[src/hw/ncpu_pkg.sv]
// Shared widths, MSR address map, interrupt numbering and TCR layout
`default_nettype none

package ncpu_pkg;

   // Data path width of the CPU
   localparam int NCPU_DW = 32;

   // Width of the compare field in TCR
   // and of the low TSR slice it is matched against
   localparam int TSC_CNT_DW = 24;

   // MSR address width
   localparam int MSR_AW = 4;

   // MSR address map, anything else is unmapped
   localparam logic [MSR_AW-1:0] MSR_TSR = 4'd0;
   localparam logic [MSR_AW-1:0] MSR_TCR = 4'd1;
   localparam logic [MSR_AW-1:0] MSR_IMR = 4'd2;
   // Read only
   localparam logic [MSR_AW-1:0] MSR_IRR = 4'd3;

   // Total interrupt lines seen by IMR and IRR
   localparam int NIRQ = 8;

   // Line of the timestamp counter interrupt
   localparam int IRQ_TSC = 0;

   // External level lines sit above the TSC line
   localparam int NEXT_IRQ = 7;

   // TCR field layout, MSB first
   typedef struct packed {
      // Reads back as zero
      logic [3:0]            rsvd;
      // Spare bit, stored and read back
      logic                  rb1;
      // Pending, live interrupt flag on read
      logic                  p;
      // Interrupt enable
      logic                  i;
      // Count enable
      logic                  en;
      // Compare value
      logic [TSC_CNT_DW-1:0] cnt;
   } tcr_fields_t;

   // TCR as seen on the bus and as decoded fields
   typedef union packed {
      logic [NCPU_DW-1:0] raw;
      tcr_fields_t        f;
   } tcr_u;

endpackage

`default_nettype wire

[src/hw/msr_port.sv]
// MSR access slave: four-phase handshake, address decode, write strobes, read mux
`timescale 1ns/1ps
`default_nettype none

module msr_port
   import ncpu_pkg::*;
(
   input  logic               clk,
   input  logic               rst,
   // CPU side
   input  logic               req,
   input  logic               we,
   input  logic [MSR_AW-1:0]  addr,
   input  logic [NCPU_DW-1:0] wdata,
   output logic               ack,
   output logic [NCPU_DW-1:0] rdata,
   // Register side
   output logic [NCPU_DW-1:0] wr_data,
   output logic               tsr_we,
   output logic               tcr_we,
   output logic               imr_we,
   input  logic [NCPU_DW-1:0] tsr_rd,
   input  logic [NCPU_DW-1:0] tcr_rd,
   input  logic [NCPU_DW-1:0] imr_rd,
   input  logic [NIRQ-1:0]    irr_rd
);

   // Handshake state, low is idle
   logic               busy;

   // Access latched at the start of a transfer
   logic [MSR_AW-1:0]  addr_r;
   logic               we_r;
   logic [NCPU_DW-1:0] wdata_r;

   // First busy cycle, strobes fire here
   logic               access;
   logic [NCPU_DW-1:0] rd_mux;

   // Idle -> busy on req
   // busy, ack low: strobe cycle, ack rises at its end
   // busy, ack high: hold until the CPU drops req
   always_ff @(posedge clk) begin
      if (rst) begin
         busy <= 1'b0;
         ack  <= 1'b0;
      end else if (!busy) begin
         if (req) begin
            busy <= 1'b1;
         end
      end else if (!ack) begin
         ack <= 1'b1;
      end else if (!req) begin
         // Release, ack falls at the first edge with req low
         ack  <= 1'b0;
         busy <= 1'b0;
      end
   end

   // Latch the request in idle
   always_ff @(posedge clk) begin
      if (!busy && req) begin
         addr_r  <= addr;
         we_r    <= we;
         wdata_r <= wdata;
      end
   end

   assign access  = busy & ~ack;
   // One data bus shared by every target
   assign wr_data = wdata_r;

   // Write strobe decode
   // IRR and unmapped addresses get no strobe
   always_comb begin
      tsr_we = 1'b0;
      tcr_we = 1'b0;
      imr_we = 1'b0;
      if (access && we_r) begin
         case (addr_r)
            MSR_TSR: tsr_we = 1'b1;
            MSR_TCR: tcr_we = 1'b1;
            MSR_IMR: imr_we = 1'b1;
            default: ;
         endcase
      end
   end

   // Read source select
   always_comb begin
      case (addr_r)
         MSR_TSR: rd_mux = tsr_rd;
         MSR_TCR: rd_mux = tcr_rd;
         MSR_IMR: rd_mux = imr_rd;
         // IRR is narrower than the bus
         MSR_IRR: rd_mux = {{(NCPU_DW-NIRQ){1'b0}}, irr_rd};
         // Unmapped reads return zero
         default: rd_mux = '0;
      endcase
   end

   // Capture read data together with ack rising
   // held stable while ack stays high
   always_ff @(posedge clk) begin
      if (access) begin
         rdata <= rd_mux;
      end
   end

endmodule

`default_nettype wire

[src/hw/tsc.sv]
// Timestamp counter: TSR, TCR register, compare match and TSC interrupt flag
`timescale 1ns/1ps
`default_nettype none

module tsc
   import ncpu_pkg::*;
(
   input  logic               clk,
   input  logic               rst,
   input  logic               tsr_we,
   input  logic               tcr_we,
   input  logic [NCPU_DW-1:0] wr_data,
   output logic [NCPU_DW-1:0] tsr_rd,
   output logic [NCPU_DW-1:0] tcr_rd,
   output logic               tsc_irq
);

   // Stored TCR
   tcr_u  tcr_r;
   // Incoming TCR write, decoded as fields
   tcr_u  tcr_wr;
   // Read view, also the live control word
   tcr_u  tcr_view;

   logic  irq_set;
   logic  irq_clr;

   assign tcr_wr.raw = wr_data;

   // TCR storage
   always_ff @(posedge clk) begin
      if (rst) begin
         tcr_r.raw <= '0;
      end else if (tcr_we) begin
         tcr_r.raw <= wr_data;
      end
   end

   // Pack the view
   // a write in flight bypasses the stored word so its fields act at once
   always_comb begin
      tcr_view.f.rsvd = '0;
      if (tcr_we) begin
         tcr_view.f.rb1 = tcr_wr.f.rb1;
         tcr_view.f.p   = tcr_wr.f.p;
         tcr_view.f.i   = tcr_wr.f.i;
         tcr_view.f.en  = tcr_wr.f.en;
         tcr_view.f.cnt = tcr_wr.f.cnt;
      end else begin
         tcr_view.f.rb1 = tcr_r.f.rb1;
         // Pending is the live flag, not the stored bit
         tcr_view.f.p   = tsc_irq;
         tcr_view.f.i   = tcr_r.f.i;
         tcr_view.f.en  = tcr_r.f.en;
         tcr_view.f.cnt = tcr_r.f.cnt;
      end
   end

   assign tcr_rd = tcr_view.raw;

   // Counter, software write beats the increment
   always_ff @(posedge clk) begin
      if (rst) begin
         tsr_rd <= '0;
      end else if (tsr_we) begin
         tsr_rd <= wr_data;
      end else if (tcr_view.f.en) begin
         tsr_rd <= tsr_rd + 1'b1;
      end
   end

   // Match on the low slice with interrupt enable
   assign irq_set = (tsr_rd[TSC_CNT_DW-1:0] == tcr_view.f.cnt) & tcr_view.f.i;
   // Writing TCR with p low acknowledges
   assign irq_clr = tcr_we & ~tcr_wr.f.p;

   // Interrupt flag, clear dominant
   always_ff @(posedge clk) begin
      if (rst) begin
         tsc_irq <= 1'b0;
      end else if (irq_clr) begin
         tsc_irq <= 1'b0;
      end else if (irq_set) begin
         tsc_irq <= 1'b1;
      end
   end

endmodule

`default_nettype wire

[src/hw/irq_ctrl.sv]
// Interrupt controller: external line synchronizers, IMR, IRR and CPU interrupt
`timescale 1ns/1ps
`default_nettype none

module irq_ctrl
   import ncpu_pkg::*;
(
   input  logic                clk,
   input  logic                rst,
   // Asynchronous level lines
   input  logic [NEXT_IRQ-1:0] ext_irq,
   input  logic                tsc_irq,
   // IMR write from the MSR port
   input  logic                imr_we,
   input  logic [NCPU_DW-1:0]  wr_data,
   output logic [NCPU_DW-1:0]  imr_rd,
   output logic [NIRQ-1:0]     irr_rd,
   output logic                cpu_irq
);

   // Two-flop synchronizer per line
   logic [NEXT_IRQ-1:0] sync_q1;
   logic [NEXT_IRQ-1:0] sync_q2;

   // Mask, one bit per line, set means enabled
   logic [NIRQ-1:0]     imr_r;

   // Request vector
   logic [NIRQ-1:0]     irr;

   // First stage may go metastable
   // second stage is the clean copy
   always_ff @(posedge clk) begin
      if (rst) begin
         sync_q1 <= '0;
         sync_q2 <= '0;
      end else begin
         sync_q1 <= ext_irq;
         sync_q2 <= sync_q1;
      end
   end

   // TSC at its own slot, external lines stacked above it
   always_comb begin
      irr                          = '0;
      irr[IRQ_TSC]                 = tsc_irq;
      irr[NIRQ-1:IRQ_TSC+1]        = sync_q2;
   end

   assign irr_rd = irr;

   // Mask register
   // only the low NIRQ bits of a write are kept
   always_ff @(posedge clk) begin
      if (rst) begin
         imr_r <= '0;
      end else if (imr_we) begin
         imr_r <= wr_data[NIRQ-1:0];
      end
   end

   // Zero-extended read back
   assign imr_rd = {{(NCPU_DW-NIRQ){1'b0}}, imr_r};

   // Combined request, registered toward the CPU
   // ext_irq reaches here after three edges, tsc_irq after one
   always_ff @(posedge clk) begin
      if (rst) begin
         cpu_irq <= 1'b0;
      end else begin
         cpu_irq <= |(irr & imr_r);
      end
   end

endmodule

`default_nettype wire

[src/hw/ncpu_timer_top.sv]
// Timer subsystem top: MSR port, timestamp counter and interrupt controller
`timescale 1ns/1ps
`default_nettype none

module ncpu_timer_top
   import ncpu_pkg::*;
(
   input  logic                clk,
   input  logic                rst,
   // MSR access port
   input  logic                msr_req,
   input  logic                msr_we,
   input  logic [MSR_AW-1:0]   msr_addr,
   input  logic [NCPU_DW-1:0]  msr_wdata,
   output logic                msr_ack,
   output logic [NCPU_DW-1:0]  msr_rdata,
   // Interrupts
   input  logic [NEXT_IRQ-1:0] ext_irq,
   output logic                cpu_irq
);

   // Shared write data and per-register strobes
   logic [NCPU_DW-1:0] wr_data;
   logic               tsr_we;
   logic               tcr_we;
   logic               imr_we;

   // Read values back to the port
   logic [NCPU_DW-1:0] tsr_rd;
   logic [NCPU_DW-1:0] tcr_rd;
   logic [NCPU_DW-1:0] imr_rd;
   logic [NIRQ-1:0]    irr_rd;

   // Counter interrupt into the controller
   logic               tsc_irq;

   msr_port msr_port_inst (
      .clk     (clk),
      .rst     (rst),
      .req     (msr_req),
      .we      (msr_we),
      .addr    (msr_addr),
      .wdata   (msr_wdata),
      .ack     (msr_ack),
      .rdata   (msr_rdata),
      .wr_data (wr_data),
      .tsr_we  (tsr_we),
      .tcr_we  (tcr_we),
      .imr_we  (imr_we),
      .tsr_rd  (tsr_rd),
      .tcr_rd  (tcr_rd),
      .imr_rd  (imr_rd),
      .irr_rd  (irr_rd)
   );

   tsc tsc_inst (
      .clk     (clk),
      .rst     (rst),
      .tsr_we  (tsr_we),
      .tcr_we  (tcr_we),
      .wr_data (wr_data),
      .tsr_rd  (tsr_rd),
      .tcr_rd  (tcr_rd),
      .tsc_irq (tsc_irq)
   );

   irq_ctrl irq_ctrl_inst (
      .clk     (clk),
      .rst     (rst),
      .ext_irq (ext_irq),
      .tsc_irq (tsc_irq),
      .imr_we  (imr_we),
      .wr_data (wr_data),
      .imr_rd  (imr_rd),
      .irr_rd  (irr_rd),
      .cpu_irq (cpu_irq)
   );

endmodule

`default_nettype wire

[config.mk]
export PLATFORM = sky130hd
export DESIGN_NAME = ncpu_timer_top
export DESIGN_NICKNAME = d
export VERILOG_FILES = /design/src/hw/ncpu_pkg.sv /design/src/hw/msr_port.sv /design/src/hw/tsc.sv /design/src/hw/irq_ctrl.sv /design/src/hw/ncpu_timer_top.sv
export SDC_FILE = /design/constraint.sdc
export NUM_CORES = 1
export LEC_CHECK = 0
export BUFFER_PORTS_ARGS = -buffer_cell sky130_fd_sc_hd__buf_2
export CORE_MARGIN = 2
export CORE_UTILIZATION = 28
export DETAILED_ROUTE_END_ITERATION = 8
export GPL_ROUTABILITY_DRIVEN = 0
export HOLD_SLACK_MARGIN = 0.15
export SLEW_MARGIN = 10
export SYNTH_ARGS = -nofsm -noshare
export SYNTH_HDL_FRONTEND = slang
export SYNTH_SLANG_ARGS = --single-unit
[constraint.sdc]
create_clock -name clk -period 2.71 [get_ports clk]
set_input_delay 0.271 -clock clk [delete_from_list [all_inputs] [get_ports clk]]
set_output_delay 0.271 -clock clk [all_outputs]
set_load 0.01 [all_outputs]
==> impl_metrics.ini <==
[route]
vias = 5463
first_pass_iters = 5
drt_wl_total_um = 18390
post-route-drc-count = 0
wl_per_cell_um = 16.36
detail-route-antenna-nets = 0
vias_per_cell = 4.860
drtIter0Drc = 439

[pwr]
powerDensity_nw_per_um2 = 589.2
p_leak_nw = 3.130
ir_drop_uv = 442.4
p_total_w = 0.005136

[clock_tree]
cts_sinks = 154
clk-insertion-delay-late_ps = 430
htree_levels = 4
clk_pin_slew_ps = 60
ctsHoldBuffers = 45
cts_tree = built
cts_setup_buffers = 0
clock_path_buffers = 2
cts_resized = 0
cts_made_buffers = 17
root_buffer = clkbuf_16

[place]
place_hpwl_um = 12950
dp_slack_ps = 215.1
placed_area_um2 = 7709
io_buffers = 80

[floorplan]
fp.dieW_um = 160.6
die_y_um = 160.6
dieArea_um2 = 25780
initial_core_util_pct = 28.39
core_um2 = 24180
rows = 57
ios = 81

[yosys]
synth_edf_count = 69
synth_seq_cells = 154
yosysSeqAreaShare_pct = 54.99
ys_warn_count = 0
syn_area_um2 = 6863
syn-instance-count = 669
synth-main-ff-cell = dfxtp_1
async_reset_ff_share_pct = 0
avgSynthCellArea_um2 = 10.26
synth_cell_types = 54
synth_nets = 717

[sta]
setup_viol = 0
worst_pin_slew_ps = 661.2
period_needed_ps = 2526
min_period_over_period_pct = 93.20
fin_ws_ps = 184.4
max_slew_margin_pct = 55.55
drv_slew = 0
tns_ps = 0
skew_ps = 9.444
finalHoldViolCount = 0
rsz0062_at_grt = false
max_freq_mhz = 395.9

[layout]
multiInputGateArea_um2 = 2848
stdcell_area_um2 = 8717
fillerInstances = 2449
drive_above_1_share_pct = 18.75
final_common_cell = dfxtp_1
final_cell_mix = 85 x dfxtp_1, 80 x buf_2, 77 x nand2_1
nets = 835
ff_latch_area_um2 = 3774
antennaDiodeCount = 0
syn_to_final_growth_pct = 27.02

[grt]
grt_pass1_wl_um = 29190
grt-ovfl-total = 0
antenna_found_initial = 0
grt_pass1_vias = 5321
grt.total_usage_pct = 14.67
grt_max_degree = 52

[setup_path]
worstRegToRegCells = 7
worst-path-max-fanout = 11
cp_data_arrival_time_ps = 2860
setup.worst_path.end_class = register
critical-path-slowest-cell = or4b_4
path_cells = or4b_4, o21ai_4, buf_4, a21oi_1, and2_1, xnor2_1, a211oi_1
max_stage_delay_ps = 710
required_ps = 3050
r2r_end = tsc_inst.tsr_rd[10]
reg2reg_slack_ps = 180
critical_path_class = reg2reg
r2r_start = msr_port_inst.addr_r[1]
startpoint_type = register
startpoint = msr_port_inst.addr_r[1]

[hold_path]
hold_depth = 4
hold_path_end = tsc_inst.tsr_rd[31]
min_path_type = in2reg
min_from = rst

[status]
status = finished, final reports clean

[run]
max_cap_violations = 0
[state kept, by name, summed over array words and instances (netlist names), 4 cells and up]
signal	flops
msr_port_inst.addr_r	4
irq_ctrl_inst.imr_r	8
tsc_inst.tcr_r	27
msr_port_inst.wr_data	32
tsc_inst.tsr_rd	32
irq_ctrl_inst.sync_q2	7
irq_ctrl_inst.sync_q1	7
msr_port_inst.rdata	32
[final cells by class]
class                   instances  share of cell area, %
repair buffers                149                  12.26
well taps                     324                  4.650
multi-input cells             448                  32.67
flip-flops and latches        154                  43.29
clock inverters                10                 0.9473
clock buffers                  22                  5.454
inverters                      17                 0.7320
[synthesized netlist by cell type, drive strengths merged (10+ instances only)]
cell type  count  share of area [%]
nor2b         17                1.5
xor2          25                3.2
nand4         13                1.2
nor2          53                3.1
dfxtp         85                 25
clkbuf        39                2.1
a21oi         36                2.6
buf           11               0.80
mux2i         23                3.4
o21ai         29                2.3
edfxtp        69                 30
xnor2         28                3.6
and3          11                1.0
nand2         79                4.4
inv           17               0.93
a211oi        28                3.1
nand3         28                2.2
a222oi        10                1.5
[through the flow]
step | instances | hold slack, ps | utilization, %
floorplan | 669 | 369.9 | -
global placement | 1047 | 417.8 | 31.88
detailed placement | 1047 | 424.8 | 31.88
CTS | 1124 | 263.6 | 36.06
global route | 1124 | 306.7 | 36.06
finish | 1124 | 288.1 | 36.06
[power by group]
part | switching [W] | internal (W)
combinational | 0.000159 | 0.000145
clock | 0.000988 | 0.00127
sequential | 0.0000664 | 0.00251
[cell families after synthesis]
kind of cell	count (synthesis)	share of synthesized area, %
AOI/OAI and AO/OA	134	13.40
buffers and inverters	67	3.865
adders and majority gates	1	0.1823
muxes	23	3.355
and+or+nand+nor	237	17.45
DFF	154	54.99
xor gates and xnor gates	53	6.764
[worst max path at each step]
stage | to | slack, ps | cells past startpoint
floorplan | msr_port_inst.addr_r[0] | 270 | 1
global route | tsc_inst.tsr_rd[10] | 20 | 7
detailed placement | tsc_inst.tsr_rd[10] | 220 | 7
global placement | tsc_inst.tsr_rd[10] | 290 | 7
CTS | tsc_inst.tsr_rd[10] | 180 | 7
finish | tsc_inst.tsr_rd[10] | 180 | 7
[worst max-delay path, delay by kind of cell (launching register included)]
family / cells / cell delay (ps)
AO/OA/AOI/OAI: 3 / 700
XOR/XNOR: 1 / 120
buffers and inverters: 1 / 190
flip-flops: 1 / 500
AND/OR/NAND/NOR: 2 / 920
[per-layer routing]
layer	wire [um]	part of all wire, %	GRT usage (%)
met1	8382	46	19.77
met2	8538	46	23.49
met3	1115	6.1	2.763
met4	348	1.9	5.487
met5	0	0	0
Note: power is estimated with default switching activity, not from simulation.
